**src/id_pkg.sv**
```systemverilog
// Shared definitions of the RV32I decode stage
// Widths, opcode and control enums, and the packed structs on every bus

package id_pkg;

  localparam int unsigned XLEN       = 32;
  localparam int unsigned REG_ADDR_W = 5;

  typedef logic [XLEN-1:0]       word_t;
  typedef logic [REG_ADDR_W-1:0] reg_addr_t;

  // Major opcodes, instr[6:0]
  typedef enum logic [6:0] {
    OPC_LOAD   = 7'b0000011,
    OPC_OP_IMM = 7'b0010011,
    OPC_AUIPC  = 7'b0010111,
    OPC_STORE  = 7'b0100011,
    OPC_OP     = 7'b0110011,
    OPC_LUI    = 7'b0110111,
    OPC_BRANCH = 7'b1100011,
    OPC_JALR   = 7'b1100111,
    OPC_JAL    = 7'b1101111
  } opcode_e;

  // Arithmetic ops first, then branch compares
  typedef enum logic [4:0] {
    ALU_ADD, ALU_SUB, ALU_SLL, ALU_SLT, ALU_SLTU,
    ALU_XOR, ALU_SRL, ALU_SRA, ALU_OR, ALU_AND,
    ALU_EQ, ALU_NE, ALU_LT, ALU_GE, ALU_LTU, ALU_GEU,
    ALU_NOP
  } alu_op_e;

  typedef enum logic [1:0] {MEM_NONE, MEM_LOAD, MEM_STORE} mem_op_e;
  typedef enum logic [1:0] {JMP_NONE, JMP_JAL, JMP_JALR, JMP_BRANCH} jump_e;

  // Operand sources
  typedef enum logic [1:0] {OPA_REG, OPA_PC, OPA_ZERO} op_a_sel_e;
  typedef enum logic [1:0] {OPB_REG, OPB_IMM, OPB_LINK} op_b_sel_e;
  typedef enum logic [2:0] {IMM_I, IMM_S, IMM_B, IMM_U, IMM_J} imm_sel_e;

  // Control FSM
  typedef enum logic [1:0] {ST_BOOT, ST_IDLE, ST_RUN} fsm_state_e;

  // Register write, used by writeback and by the EX forward path
  typedef struct packed {
    logic      we;
    reg_addr_t addr;
    word_t     data;
  } reg_write_t;

  // Fetch payload
  typedef struct packed {
    word_t instr;
    word_t pc;
  } fetch_t;

  // Decoder controls
  typedef struct packed {
    alu_op_e   alu_op;
    op_a_sel_e op_a_sel;
    op_b_sel_e op_b_sel;
    imm_sel_e  imm_sel;
    mem_op_e   mem_op;
    logic [1:0] mem_size;
    logic      mem_signed;
    jump_e     jump;
    logic      rd_we;
    logic      illegal;
  } dec_ctrl_t;

  // ID/EX payload
  typedef struct packed {
    word_t     pc;
    word_t     operand_a;
    word_t     operand_b;
    word_t     store_data;
    word_t     jump_target;
    reg_addr_t rd;
    logic      rd_we;
    alu_op_e   alu_op;
    mem_op_e   mem_op;
    logic [1:0] mem_size;
    logic      mem_signed;
    jump_e     jump;
    logic      illegal;
  } id_ex_t;

endpackage
```
**src/id_stage.sv**
```systemverilog
// Decode stage of a small in-order RV32I core
// Fetch in over valid/ready, register read with EX/WB forwarding,
// payload out to EX through the ID/EX register

module id_stage #(
  parameter int unsigned NUM_REGS = 32
) (
  input  logic               clk,
  input  logic               rst_n,
  input  logic               fetch_enable_i,
  input  logic               fetch_valid_i,
  input  id_pkg::fetch_t     fetch_i,
  output logic               fetch_ready_o,
  input  id_pkg::reg_write_t wb_i,
  input  id_pkg::reg_write_t ex_fwd_i,
  output logic               ex_valid_o,
  output id_pkg::id_ex_t     ex_o,
  input  logic               ex_ready_i
);

  import id_pkg::*;

  dec_ctrl_t dec_ctrl;
  reg_addr_t rs1;
  reg_addr_t rs2;
  reg_addr_t rd;
  word_t     rdata_a;
  word_t     rdata_b;
  id_ex_t    id_payload;
  logic      pipe_ready;
  logic      pipe_load;

  // Accepting edge
  assign pipe_load = fetch_valid_i && fetch_ready_o;

  id_decoder i_decoder (
    .fetch_i ( fetch_i  ),
    .ctrl_o  ( dec_ctrl ),
    .rs1_o   ( rs1      ),
    .rs2_o   ( rs2      ),
    .rd_o    ( rd       )
  );

  id_regfile #(
    .NUM_REGS ( NUM_REGS )
  ) i_regfile (
    .clk       ( clk     ),
    .rst_n     ( rst_n   ),
    .raddr_a_i ( rs1     ),
    .raddr_b_i ( rs2     ),
    .rdata_a_o ( rdata_a ),
    .rdata_b_o ( rdata_b ),
    .wr_i      ( wb_i    )
  );

  id_operand_sel i_operand_sel (
    .fetch_i   ( fetch_i    ),
    .ctrl_i    ( dec_ctrl   ),
    .rs1_i     ( rs1        ),
    .rs2_i     ( rs2        ),
    .rd_i      ( rd         ),
    .rdata_a_i ( rdata_a    ),
    .rdata_b_i ( rdata_b    ),
    .ex_fwd_i  ( ex_fwd_i   ),
    .wb_i      ( wb_i       ),
    .payload_o ( id_payload )
  );

  id_ctrl_fsm i_ctrl_fsm (
    .clk            ( clk            ),
    .rst_n          ( rst_n          ),
    .fetch_enable_i ( fetch_enable_i ),
    .rs1_i          ( rs1            ),
    .rs2_i          ( rs2            ),
    .ex_valid_i     ( ex_valid_o     ),
    .ex_payload_i   ( ex_o           ),
    .pipe_ready_i   ( pipe_ready     ),
    .accept_o       ( fetch_ready_o  )
  );

  id_ex_pipe i_ex_pipe (
    .clk          ( clk        ),
    .rst_n        ( rst_n      ),
    .load_i       ( pipe_load  ),
    .payload_i    ( id_payload ),
    .ex_ready_i   ( ex_ready_i ),
    .ex_valid_o   ( ex_valid_o ),
    .ex_o         ( ex_o       ),
    .pipe_ready_o ( pipe_ready )
  );

endmodule

```
**src/id_ex_pipe.sv**
```systemverilog
// ID/EX pipeline register
// One entry with a valid bit and valid/ready back-pressure toward EX

module id_ex_pipe (
  input  logic           clk,
  input  logic           rst_n,
  input  logic           load_i,
  input  id_pkg::id_ex_t payload_i,
  input  logic           ex_ready_i,
  output logic           ex_valid_o,
  output id_pkg::id_ex_t ex_o,
  output logic           pipe_ready_o
);

  import id_pkg::*;

  logic   valid_q;
  id_ex_t payload_q;

  // Free, or draining this cycle
  assign pipe_ready_o = !valid_q || ex_ready_i;

  always_ff @(posedge clk, negedge rst_n)
  begin
    if (!rst_n)
      valid_q <= 1'b0;
    else if (load_i)
      valid_q <= 1'b1;
    else if (ex_ready_i)
      valid_q <= 1'b0;
  end

  // Payload only moves on a load
  always_ff @(posedge clk)
  begin
    if (load_i)
      payload_q <= payload_i;
  end

  assign ex_valid_o = valid_q;
  assign ex_o       = payload_q;

endmodule

```
**src/id_ctrl_fsm.sv**
```systemverilog
// Decode control FSM
// Boot cycle after reset, idle until fetch enable, then run
// Holds off fetch on a load-use hazard against the ID/EX entry

module id_ctrl_fsm (
  input  logic              clk,
  input  logic              rst_n,
  input  logic              fetch_enable_i,
  input  id_pkg::reg_addr_t rs1_i,
  input  id_pkg::reg_addr_t rs2_i,
  input  logic              ex_valid_i,
  input  id_pkg::id_ex_t    ex_payload_i,
  input  logic              pipe_ready_i,
  output logic              accept_o
);

  import id_pkg::*;

  fsm_state_e state_q;
  fsm_state_e state_d;
  logic       load_in_ex;
  logic       load_use;

  //////////////////////////////////////////////////////////////////////
  // State machine
  //////////////////////////////////////////////////////////////////////

  always_comb
  begin
    state_d = state_q;
    case (state_q)
      // Single boot cycle
      ST_BOOT: state_d = ST_IDLE;
      ST_IDLE:
      begin
        if (fetch_enable_i)
          state_d = ST_RUN;
      end
      ST_RUN:
      begin
        if (!fetch_enable_i)
          state_d = ST_IDLE;
      end
      default: state_d = ST_BOOT;
    endcase
  end

  always_ff @(posedge clk, negedge rst_n)
  begin
    if (!rst_n)
      state_q <= ST_BOOT;
    else
      state_q <= state_d;
  end

  //////////////////////////////////////////////////////////////////////
  // Load-use hazard
  //////////////////////////////////////////////////////////////////////

  // Load in ID/EX with a real destination
  assign load_in_ex = ex_valid_i && (ex_payload_i.mem_op == MEM_LOAD) &&
                      (ex_payload_i.rd != '0);
  // Held until the load transfers to EX
  assign load_use   = load_in_ex &&
                      ((ex_payload_i.rd == rs1_i) || (ex_payload_i.rd == rs2_i));

  assign accept_o = (state_q == ST_RUN) && pipe_ready_i && !load_use;

endmodule

```
**src/id_regfile.sv**
```systemverilog
// Integer register file, two read ports and one write port
// x0 is hard-wired to zero, addresses at or above NUM_REGS read zero

module id_regfile #(
  parameter int unsigned NUM_REGS = 32
) (
  input  logic               clk,
  input  logic               rst_n,
  input  id_pkg::reg_addr_t  raddr_a_i,
  input  id_pkg::reg_addr_t  raddr_b_i,
  output id_pkg::word_t      rdata_a_o,
  output id_pkg::word_t      rdata_b_o,
  input  id_pkg::reg_write_t wr_i
);

  import id_pkg::*;

  // No storage for x0
  word_t regs_q [1:NUM_REGS-1];

  always_ff @(posedge clk, negedge rst_n)
  begin
    if (!rst_n)
    begin
      for (int i = 1; i < NUM_REGS; i++)
        regs_q[i] <= '0;
    end
    else if (wr_i.we)
    begin
      for (int i = 1; i < NUM_REGS; i++)
      begin
        if (wr_i.addr == REG_ADDR_W'(i))
          regs_q[i] <= wr_i.data;
      end
    end
  end

  // Read ports, zero when no register matches
  always_comb
  begin
    rdata_a_o = '0;
    rdata_b_o = '0;
    for (int i = 1; i < NUM_REGS; i++)
    begin
      if (raddr_a_i == REG_ADDR_W'(i))
        rdata_a_o = regs_q[i];
      if (raddr_b_i == REG_ADDR_W'(i))
        rdata_b_o = regs_q[i];
    end
  end

endmodule

```
**src/id_operand_sel.sv**
```systemverilog
// Operand selection of the decode stage
// Builds immediates, forwards EX and WB results, muxes operands
// and jump target, and assembles the ID/EX payload

module id_operand_sel (
  input  id_pkg::fetch_t     fetch_i,
  input  id_pkg::dec_ctrl_t  ctrl_i,
  input  id_pkg::reg_addr_t  rs1_i,
  input  id_pkg::reg_addr_t  rs2_i,
  input  id_pkg::reg_addr_t  rd_i,
  input  id_pkg::word_t      rdata_a_i,
  input  id_pkg::word_t      rdata_b_i,
  input  id_pkg::reg_write_t ex_fwd_i,
  input  id_pkg::reg_write_t wb_i,
  output id_pkg::id_ex_t     payload_o
);

  import id_pkg::*;

  word_t instr;
  word_t imm_i;
  word_t imm_s;
  word_t imm_b;
  word_t imm_u;
  word_t imm_j;
  word_t imm;
  word_t rs1_val;
  word_t rs2_val;
  word_t operand_a;
  word_t operand_b;
  word_t jump_target;

  // x0, then EX, then WB, then register file
  function automatic word_t fwd_value(reg_addr_t addr, word_t rf_data,
                                      reg_write_t ex_fwd, reg_write_t wb);
    word_t value;
    if (addr == '0)
      value = '0;
    else if (ex_fwd.we && (ex_fwd.addr == addr))
      value = ex_fwd.data;
    else if (wb.we && (wb.addr == addr))
      value = wb.data;
    else
      value = rf_data;
    return value;
  endfunction

  assign instr = fetch_i.instr;

  //////////////////////////////////////////////////////////////////////
  // Immediates, sign extended from bit 31
  //////////////////////////////////////////////////////////////////////

  assign imm_i = {{20{instr[31]}}, instr[31:20]};
  assign imm_s = {{20{instr[31]}}, instr[31:25], instr[11:7]};
  assign imm_b = {{19{instr[31]}}, instr[31], instr[7], instr[30:25], instr[11:8], 1'b0};
  assign imm_u = {instr[31:12], 12'h000};
  assign imm_j = {{11{instr[31]}}, instr[31], instr[19:12], instr[20], instr[30:21], 1'b0};

  always_comb
  begin
    case (ctrl_i.imm_sel)
      IMM_S:   imm = imm_s;
      IMM_B:   imm = imm_b;
      IMM_U:   imm = imm_u;
      IMM_J:   imm = imm_j;
      default: imm = imm_i;
    endcase
  end

  // Forwarded source values
  assign rs1_val = fwd_value(rs1_i, rdata_a_i, ex_fwd_i, wb_i);
  assign rs2_val = fwd_value(rs2_i, rdata_b_i, ex_fwd_i, wb_i);

  //////////////////////////////////////////////////////////////////////
  // Operand and target muxes
  //////////////////////////////////////////////////////////////////////

  always_comb
  begin
    case (ctrl_i.op_a_sel)
      OPA_REG: operand_a = rs1_val;
      OPA_PC:  operand_a = fetch_i.pc;
      default: operand_a = '0;
    endcase

    case (ctrl_i.op_b_sel)
      OPB_IMM:  operand_b = imm;
      OPB_LINK: operand_b = XLEN'(4);
      default:  operand_b = rs2_val;
    endcase

    // JALR target uses the forwarded rs1, imm follows the jump kind
    case (ctrl_i.jump)
      JMP_JAL:    jump_target = fetch_i.pc + imm;
      JMP_JALR:   jump_target = rs1_val + imm;
      JMP_BRANCH: jump_target = fetch_i.pc + imm;
      default:    jump_target = '0;
    endcase
  end

  // Payload to ID/EX
  always_comb
  begin
    payload_o.pc          = fetch_i.pc;
    payload_o.operand_a   = operand_a;
    payload_o.operand_b   = operand_b;
    payload_o.store_data  = rs2_val;
    payload_o.jump_target = jump_target;
    payload_o.rd          = rd_i;
    payload_o.rd_we       = ctrl_i.rd_we;
    payload_o.alu_op      = ctrl_i.alu_op;
    payload_o.mem_op      = ctrl_i.mem_op;
    payload_o.mem_size    = ctrl_i.mem_size;
    payload_o.mem_signed  = ctrl_i.mem_signed;
    payload_o.jump        = ctrl_i.jump;
    payload_o.illegal     = ctrl_i.illegal;
  end

endmodule

```
**src/id_decoder.sv**
```systemverilog
// RV32I instruction decoder
// Maps opcode and funct fields onto the control struct and register addresses
// Unknown encodings decode to a bubble with the illegal flag set

module id_decoder (
  input  id_pkg::fetch_t    fetch_i,
  output id_pkg::dec_ctrl_t ctrl_o,
  output id_pkg::reg_addr_t rs1_o,
  output id_pkg::reg_addr_t rs2_o,
  output id_pkg::reg_addr_t rd_o
);

  import id_pkg::*;

  // Default controls, also the illegal bubble
  localparam dec_ctrl_t CTRL_BUBBLE = '{
    alu_op:     ALU_NOP,
    op_a_sel:   OPA_ZERO,
    op_b_sel:   OPB_REG,
    imm_sel:    IMM_I,
    mem_op:     MEM_NONE,
    mem_size:   2'b00,
    mem_signed: 1'b0,
    jump:       JMP_NONE,
    rd_we:      1'b0,
    illegal:    1'b0
  };

  word_t      instr;
  opcode_e    opcode;
  logic [2:0] funct3;
  logic [6:0] funct7;
  dec_ctrl_t  ctrl;
  logic       use_rs1;
  logic       use_rs2;
  logic       illegal;

  // funct3 to ALU op, alt picks SUB or SRA
  function automatic alu_op_e arith_op(logic [2:0] f3, logic alt);
    alu_op_e op;
    case (f3)
      3'b000:  op = alt ? ALU_SUB : ALU_ADD;
      3'b001:  op = ALU_SLL;
      3'b010:  op = ALU_SLT;
      3'b011:  op = ALU_SLTU;
      3'b100:  op = ALU_XOR;
      3'b101:  op = alt ? ALU_SRA : ALU_SRL;
      3'b110:  op = ALU_OR;
      default: op = ALU_AND;
    endcase
    return op;
  endfunction

  assign instr  = fetch_i.instr;
  assign opcode = opcode_e'(instr[6:0]);
  assign funct3 = instr[14:12];
  assign funct7 = instr[31:25];

  //////////////////////////////////////////////////////////////////////
  // Opcode decode
  //////////////////////////////////////////////////////////////////////

  always_comb
  begin
    ctrl    = CTRL_BUBBLE;
    use_rs1 = 1'b0;
    use_rs2 = 1'b0;
    illegal = 1'b0;

    case (opcode)
      OPC_OP:
      begin
        ctrl.alu_op   = arith_op(funct3, funct7[5]);
        ctrl.op_a_sel = OPA_REG;
        ctrl.rd_we    = 1'b1;
        use_rs1       = 1'b1;
        use_rs2       = 1'b1;
        // funct7 bit 5 only legal for SUB and SRA
        illegal = !(funct7 == 7'b0000000 ||
                    (funct7 == 7'b0100000 && (funct3 == 3'b000 || funct3 == 3'b101)));
      end
      OPC_OP_IMM:
      begin
        // ADDI never subtracts, only SRAI uses bit 30
        ctrl.alu_op   = arith_op(funct3, (funct3 == 3'b101) && funct7[5]);
        ctrl.op_a_sel = OPA_REG;
        ctrl.op_b_sel = OPB_IMM;
        ctrl.rd_we    = 1'b1;
        use_rs1       = 1'b1;
        if (funct3 == 3'b001)
          illegal = (funct7 != 7'b0000000);
        else if (funct3 == 3'b101)
          illegal = (funct7 != 7'b0000000) && (funct7 != 7'b0100000);
      end
      OPC_LUI, OPC_AUIPC:
      begin
        ctrl.alu_op   = ALU_ADD;
        ctrl.op_a_sel = (opcode == OPC_LUI) ? OPA_ZERO : OPA_PC;
        ctrl.op_b_sel = OPB_IMM;
        ctrl.imm_sel  = IMM_U;
        ctrl.rd_we    = 1'b1;
      end
      OPC_JAL, OPC_JALR:
      begin
        // Link value pc + 4 computed in EX
        ctrl.alu_op   = ALU_ADD;
        ctrl.op_a_sel = OPA_PC;
        ctrl.op_b_sel = OPB_LINK;
        ctrl.imm_sel  = (opcode == OPC_JAL) ? IMM_J : IMM_I;
        ctrl.jump     = (opcode == OPC_JAL) ? JMP_JAL : JMP_JALR;
        ctrl.rd_we    = 1'b1;
        use_rs1       = (opcode == OPC_JALR);
        illegal       = (opcode == OPC_JALR) && (funct3 != 3'b000);
      end
      OPC_BRANCH:
      begin
        ctrl.op_a_sel = OPA_REG;
        ctrl.imm_sel  = IMM_B;
        ctrl.jump     = JMP_BRANCH;
        use_rs1       = 1'b1;
        use_rs2       = 1'b1;
        case (funct3)
          3'b000:  ctrl.alu_op = ALU_EQ;
          3'b001:  ctrl.alu_op = ALU_NE;
          3'b100:  ctrl.alu_op = ALU_LT;
          3'b101:  ctrl.alu_op = ALU_GE;
          3'b110:  ctrl.alu_op = ALU_LTU;
          3'b111:  ctrl.alu_op = ALU_GEU;
          default: illegal = 1'b1;
        endcase
      end
      OPC_LOAD, OPC_STORE:
      begin
        // Address is rs1 + offset
        ctrl.alu_op     = ALU_ADD;
        ctrl.op_a_sel   = OPA_REG;
        ctrl.op_b_sel   = OPB_IMM;
        ctrl.mem_size   = funct3[1:0];
        ctrl.mem_signed = ~funct3[2];
        use_rs1         = 1'b1;
        if (opcode == OPC_LOAD)
        begin
          ctrl.mem_op = MEM_LOAD;
          ctrl.rd_we  = 1'b1;
          // LB LH LW LBU LHU only
          illegal = (funct3 == 3'b011) || (funct3[2:1] == 2'b11);
        end
        else
        begin
          ctrl.mem_op  = MEM_STORE;
          ctrl.imm_sel = IMM_S;
          use_rs2      = 1'b1;
          illegal      = funct3[2] || (funct3[1:0] == 2'b11);
        end
      end
      default: illegal = 1'b1;
    endcase

    // Bubble that reads and writes nothing
    if (illegal)
    begin
      ctrl         = CTRL_BUBBLE;
      ctrl.illegal = 1'b1;
      use_rs1      = 1'b0;
      use_rs2      = 1'b0;
    end
  end

  assign ctrl_o = ctrl;
  // Unused sources read as x0, no false hazard
  assign rs1_o  = use_rs1 ? instr[19:15] : '0;
  assign rs2_o  = use_rs2 ? instr[24:20] : '0;
  assign rd_o   = instr[11:7];

endmodule

```
**config.mk**
```make
export PLATFORM = sky130hd
export DESIGN_NAME = id_stage
export DESIGN_NICKNAME = d
export VERILOG_FILES = /design/src/id_pkg.sv /design/src/id_stage.sv /design/src/id_ex_pipe.sv /design/src/id_ctrl_fsm.sv /design/src/id_regfile.sv /design/src/id_operand_sel.sv /design/src/id_decoder.sv
export SDC_FILE = /design/constraint.sdc
export NUM_CORES = 2
export LEC_CHECK = 0
export ABC_AREA = 1
export BUFFER_PORTS_ARGS = -buffer_cell sky130_fd_sc_hd__buf_2
export CORE_MARGIN = 4
export CORE_UTILIZATION = 40
export CTS_BUF_LIST = sky130_fd_sc_hd__clkbuf_4 sky130_fd_sc_hd__clkbuf_8
export DETAILED_ROUTE_END_ITERATION = 10
export SLEW_MARGIN = 40
export SYNTH_ARGS = -nofsm -noshare
export SYNTH_HDL_FRONTEND = slang
export SYNTH_SLANG_ARGS = --single-unit
export TNS_END_PERCENT = 30
```
**constraint.sdc**
```tcl
create_clock -name clk -period 10.07 [get_ports clk]
set_input_delay 1.5105 -clock clk [delete_from_list [all_inputs] [get_ports clk]]
set_output_delay 1.5105 -clock clk [all_outputs]
set_load 0.02 [all_outputs]
```
# Word-level counts from Yosys, hierarchy flattened
# Index checks and enable logic that the tools add are counted.
# op_classes
n_reduce_logical,75
eq_ne,134
bitwise,2
muxes,109
add_sub_neg,2
# op_table
op,count
32-bit two-way mux,68
5-bit equality test (second input constant),48
32-bit one-hot mux with 2 select lines,3
31-bit one-hot mux with 4 select lines,1
5-bit by 4-bit equality test with 1-bit output (second input constant),24
5-bit one-hot mux with 7 select lines,2
32-bit adder,2
2-bit AND reduction,32
5-bit by 3-bit equality test with 1-bit output (second input constant),12
7-bit one-hot mux with 6 select lines,1
5-bit by 2-bit equality test with 1-bit output (second input constant),6
5-bit equality test,6
5-bit one-hot mux with 6 select lines,1
7-bit by 6-bit equality test with 1-bit output (second input constant),4
7-bit equality test (second input constant),3
16-bit two-way mux,1
3-bit equality test (second input constant),5
5-bit by 1-bit equality test with 1-bit output (second input constant),3
1-bit two-way mux,15
5-bit two-way mux,3
7-bit by 5-bit equality test with 1-bit output (second input constant),2
1-bit logical AND,14
2-bit equality test (second input constant),6
3-bit by 2-bit equality test with 1-bit output (second input constant),4
other kinds (26),56
# totals
output_inout_bits,181
reg_bits,1174
wordCells,368

# Logic depth before layout (Yosys ltp)
# depth
word_depth,45
depth_mapped,64

# Modules after synthesis
# Synthesis repeated with hierarchy kept, for this count alone.
# hier_totals
hier_cells,8768
hier_area_um2,63539.7
# by_module_without_submodules
module,seq_area_each_um2,n_inst,cells_per_inst,area_per_inst_um2
id_regfile,24823.8,1,7143,51116.5
id_operand_sel,0.0,1,1218,5856.9
id_ex_pipe,5400.2,1,184,5420.2
id_decoder,0.0,1,159,835.8
id_ctrl_fsm,50.0,1,62,302.8
id_stage,0.0,1,2,7.5

# Least setup slack after synthesis
# No wires, ideal clock.
# synth_timing
path_kind,input -> register
from,in fetch_i[35] (netlist bit)
to,"reg i_ex_pipe.payload_q, in the netlist i_ex_pipe.ex_o[0], enable pin"
t_required_ns,9.349
stages,17
setup_ns,0.721
arrival_time_ns,11.310
path_slack_ns,-1.961
n_path_buf,3
cell_sequence,inv_2 > nand2_1 > nor2_4 > inv_2 > nor2_1 > nand2_1 > nand2_1 > nand2_2 > nand4_2 > clkbuf_1 > buf_1 > buf_1 > xor2_1 > o41ai_1 > o2111ai_1 > nand3_1 > nor2_1
# synth_between
elab_chain_cells,11
word_cells_on_any_way,31
classes_between,eq/ne (11); mux (9); reduce/logical (11)
# synth_rtl
item,line,text
start: declaration,id_stage.sv:12,"input id_pkg::fetch_t fetch_i,"
7-bit by 6-bit equality test with 1-bit output (tied with other cells),id_decoder.sv:70,case (opcode)
5-bit OR reduction (no source line) (tied with other cells),--,
1-bit one-hot mux with 2 select lines or 1-bit one-hot mux with 6 select lines (tied branches),id_decoder.sv:70,
1-bit two-way mux,id_decoder.sv:160,if (illegal)
5-bit two-way mux (on tied branches),"id_decoder.sv:171, id_decoder.sv:172",
5-bit equality test,id_ctrl_fsm.sv:65,((ex_payload_i.rd == rs1_i) || (ex_payload_i.rd == rs2_i));
1-bit logical OR *,id_ctrl_fsm.sv:65,
1-bit logical AND *,id_ctrl_fsm.sv:64,assign load_use = load_in_ex &&
1-bit zero test *,id_ctrl_fsm.sv:67,assign accept_o = (state_q == ST_RUN) && pipe_ready_i && !load_use;
1-bit logical AND *,id_ctrl_fsm.sv:67,
1-bit logical AND *,id_stage.sv:34,assign pipe_load = fetch_valid_i && fetch_ready_o;
via i_ex_pipe.load_i,id_ex_pipe.sv:7,"input logic load_i,"
end signal: assignment,id_ex_pipe.sv:37,payload_q <= payload_i;
end: declaration,id_ex_pipe.sv:18,id_ex_t payload_q;
# Mark *: on every way through the listed nets, which the timed path passes. The rest lies on a longest branch.
# A chain may end at the register's enable or synchronous reset.

# Final worst setup path
# layout_timing
from,in fetch_i[63] (netlist bit)
to,"reg i_ex_pipe.payload_q, in the netlist i_ex_pipe.ex_o[49] (data pin)"
# layout_between
elab_chain_cells,44
word_cells_on_any_way,96
classes_between,add/sub (2); eq/ne (42); mux (42); reduce/logical (10)
# layout_rtl
item,line,text
7-bit by 6-bit inequality test with 1-bit output (tied with other cells),id_decoder.sv:93,illegal = (funct7 != 7'b0000000) && (funct7 != 7'b0100000);
1-bit logical AND (on tied branches),"id_decoder.sv:93, id_decoder.sv:80",
1-bit two-way mux or 1-bit logical OR (tied branches),"id_decoder.sv:92, id_decoder.sv:79",
1-bit two-way mux or 1-bit zero test (tied branches),"id_decoder.sv:90, id_decoder.sv:79",
1-bit one-hot mux with 6 select lines,id_decoder.sv:70,
1-bit two-way mux,id_decoder.sv:160,
5-bit two-way mux,id_decoder.sv:171,assign rs1_o = use_rs1 ? instr[19:15] : '0;
5-bit by 1-bit equality test with 1-bit output,id_regfile.sv:45,if (raddr_a_i == REG_ADDR_W'(i))
32-bit two-way mux (31 in a row),id_regfile.sv:45,
32-bit two-way mux,id_operand_sel.sv:41,else if (wb.we && (wb.addr == addr))
32-bit two-way mux,id_operand_sel.sv:39,else if (ex_fwd.we && (ex_fwd.addr == addr))
32-bit two-way mux,id_operand_sel.sv:37,if (addr == '0)
32-bit adder,id_operand_sel.sv:96,JMP_JALR: jump_target = rs1_val + imm;
32-bit one-hot mux with 2 select lines *,id_operand_sel.sv:94,case (ctrl_i.jump)
# Every way passes the cells marked *; elsewhere a longest branch is shown, timed or not.

==> impl_metrics.csv <==
group,metric,value,unit
global_route,antenna_found_initial,22,
place,dp.cells,10490,
place,place_hpwl,187600,um
status,outcome,"finished, final reports clean",
place,port_buffers,325,
routing,via_per_inst,5.696,
clock_network,cts-resized-gates,0,
clock_network,h-tree-depth,4,
logic_synthesis,post-synth-top-count-cell,"nand2_1",
finish,fin_nets,8828,
finish,finish.utilization,45.90,%
timing,drv_slew,0,
setup_path,cp_common_cell,"nand2_1",
worst_hold_path,hold_path.class,"reg -> reg",
global_route,grtUsageMet1,47.51,%
power_and_ir_drop,total_power,12.56,mW
logic_synthesis,synth_cell_type_count,55,
logic_synthesis,ys_ff_latch,1174,
floorplanning,die_h,402.6,um
clock_network,clock_sinks,1174,
clock_network,clk_latency,0.97,ns
clock_network,cts_buffer_depth,3,
logic_synthesis,async_reset_ff_share,84.75,%
clock_network,cts_setup_buffers,0,
floorplanning,ios,326,
finish,area.growth.synth_to_final,13.80,%
setup_path,worstPathMaxFanout,10,
floorplanning,dieArea,162100,um^2
setup_path,crit_buf_inv,8,
place,dp_slack,0.4597,ns
setup_path,startpoint_type,"input pin",
logic_synthesis,netlist_instances,8444,
global_route,grt.overflow.total,0,
timing,hold-worst-slack,0.4831,ns
clock_network,cts_made_buffers,202,
floorplanning,rows,144,
routing,vias,61900,
finish,drive_gt1_share,12.54,%
timing,period_share,88.84,%
global_route,grt_max_degree,141,
timing,worst_slack,1.124,ns
power_and_ir_drop,pwr_density_cell,177.2,nW/um^2
logic_synthesis,yosys-top-cells-area,"dfrtp_1 (40%), nand2_1 (17%), o21ai_0 (9.7%), edfxtp_1 (8.6%), nor2_1 (4.1%)",
global_route,grt_use_total,32.38,%
place,placed_area,66450,um^2
logic_synthesis,synthTopCellsByCount,"nand2_1 (2,859), o21ai_0 (1,203), dfrtp_1 (995), nor2_1 (686), inv_1 (550)",
logic_synthesis,dominantRegCellSynth,"dfrtp_1",
timing,slew_headroom,42.21,%
routing,wl,268300,um
routing,drt_iter0_drc,8796,
clock_network,cts_tree,"built",
clock_network,root_buffer,"clkbuf_8",
setup_path,arrival,9.75,ns
setup_path,worst-setup-path-type,"in -> reg",
logic_synthesis,syn-cell-area,62280,um^2
clock_network,clkSlewWorstSetupHoldPaths,0.07,ns
power_and_ir_drop,p_leak,32.48,nW
logic_synthesis,ys_seq_area_share,48.61,%
logic_synthesis,synth.top_cell.area_share,39.98,%
logic_synthesis,syn_area_per_cell,7.376,um^2
routing,drtAntennaViolNets,0,
place,globalplace.congestion,0.9913,
setup_path,endpoint_kind,"flip-flop",
logic_synthesis,yosys_warnings,0,
timing,tightest_slew,0.8615,ns
timing,rsz0062_at_grt,"no",
power_and_ir_drop,ir_worst_vdd,0.1491,mV
global_route,grtUsageMet2,46.74,%
setup_path,slowest_stage,"ha_1",
timing,finalHoldViolCount,0,
clock_network,cts_hold_buf,0,
timing,setup_tns,0,ns
timing,min_period,8.946,ns
routing,dr.pass1.iters,8,
setup_path,critPathRequiredTime,10.87,ns
finish,stdcell_count,10870,
timing,setup_violations,0,
global_route,grt_busiest_layer,"met1",
routing,wl_per_cell,24.69,um
finish,n_fill_cell,15560,
setup_path,max_stage_delay,0.36,ns
timing,skew,0.05908,ns
global_route,grt_pass1_wl,393700,um
routing,drcViolationCount,0,
logic_synthesis,synth_area_leader_cell,"dfrtp_1",
flow_run,drv_cap,0,
floorplanning,dieWidth,402.6,um
timing,max_freq,111.8,MHz
floorplanning,core_area,154400,um^2
setup_path,cpLargestDelayFamily,"simple AND/OR/NAND/NOR gates",
global_route,grt_pass1_vias,56560,
global_route,globalRouteMet3Util,7.855,%
logic_synthesis,syn_nets,8623,
finish,finalInstanceArea,70870,um^2
logic_synthesis,synth_edf_count,179,
floorplanning,initial_core_util,40.34,%
[flip-flops by register name (all words and copies together), names as in the netlist]
| register | flops |
|---|---|
| i_ctrl_fsm.state_q | 2 |
| i_ex_pipe.ex_o | 179 |
| i_ex_pipe.ex_valid_o | 1 |
| i_regfile.regs_q | 992 |
[layout by cell type, fill, tap and decap left out, drive strengths merged, types with 4 or more instances in the layout]
cell type / synthesis / final
nand3b: 17 / 17
diode: 0 / 14
nor3: 26 / 26
buf: 59 / 540
clkinvlp: 0 / 6
dfrtp: 995 / 995
o221ai: 5 / 5
o21ai: 1230 / 1230
bufinv: 0 / 5
or2: 59 / 59
o2111ai: 17 / 17
xor2: 18 / 18
clkbuf: 480 / 317
nor2: 716 / 716
xnor2: 7 / 7
a31oi: 4 / 4
o211ai: 19 / 19
nand3: 282 / 282
nand2: 2867 / 2867
a21oi: 460 / 460
ha: 33 / 33
nor4: 6 / 6
inv: 571 / 575
nand4: 338 / 338
o22ai: 15 / 15
o21a: 9 / 9
edfxtp: 179 / 179
o21bai: 7 / 7
clkinv: 10 / 43
nor3b: 7 / 7
[worst reg2reg max path, delay by kind of cell (launching register included)]
kind	cells	cell delay (ns)
buffers and inverters	2	0.16
AO/OA/AOI/OAI	12	1.71
flip-flops	1	0.44
adder cells (fa/ha/maj)	2	0.68
AND/OR/NAND/NOR	34	3.61
[metal layers]
metal / vias up / share of wire, %
met4: 12 / 3.3
met1: 29630 / 43
met5: - / 0.030
met2: 3761 / 42
li1: 28040 / -
met3: 468 / 12
[path summary, 6_finish.rpt]
path / start / end / slack [ns] / cells past startpoint
max: fetch_i[63] / i_ex_pipe.ex_o[49] / 1.12 / 55
min: i_regfile.regs_q[283] / i_regfile.regs_q[283] / 0.48 / 2
max reg2reg: i_regfile.regs_q[928] / i_ex_pipe.ex_o[49] / 3.19 / 50
min reg2reg: i_regfile.regs_q[283] / i_regfile.regs_q[283] / 0.48 / 2
max in group asynchronous: rst_n / i_regfile.regs_q[685] / 7.65 / 4
min in group asynchronous: rst_n / i_regfile.regs_q[211] / 0.49 / 1
[report_power, final]
part	switching, mW	internal (mW)	total (mW)	leakage (nW)
clock	2.11	2.60	4.71	2.31
sequential	0.672	5.72	6.39	14.4
combinational	0.990	0.471	1.46	15.7
total	3.77	8.79	12.6	32.5
[area by class of cell]
cell class                 instances  area, um^2  share of cell area (%)
sequential                      1174       30270                   42.72
antenna                           14       35.03                 0.04943
tap                             2044        2557                   3.608
multi-input combinational       6150       28000                   39.50
clock buffer                     317        3925                   5.538
timing repair buffer             540        3487                   4.920
inverter                         581        2182                   3.079
clock inverter                    48       417.9                  0.5896
[logic make-up after synthesis]
family / synth area share, %
buf+inv: 6.864
xor+xnor: 0.3516
compound gates: 14.64
flops: 48.61
fa+ha+maj: 0.6951
simple gates: 28.84
(Power assumes the default switching activity.)
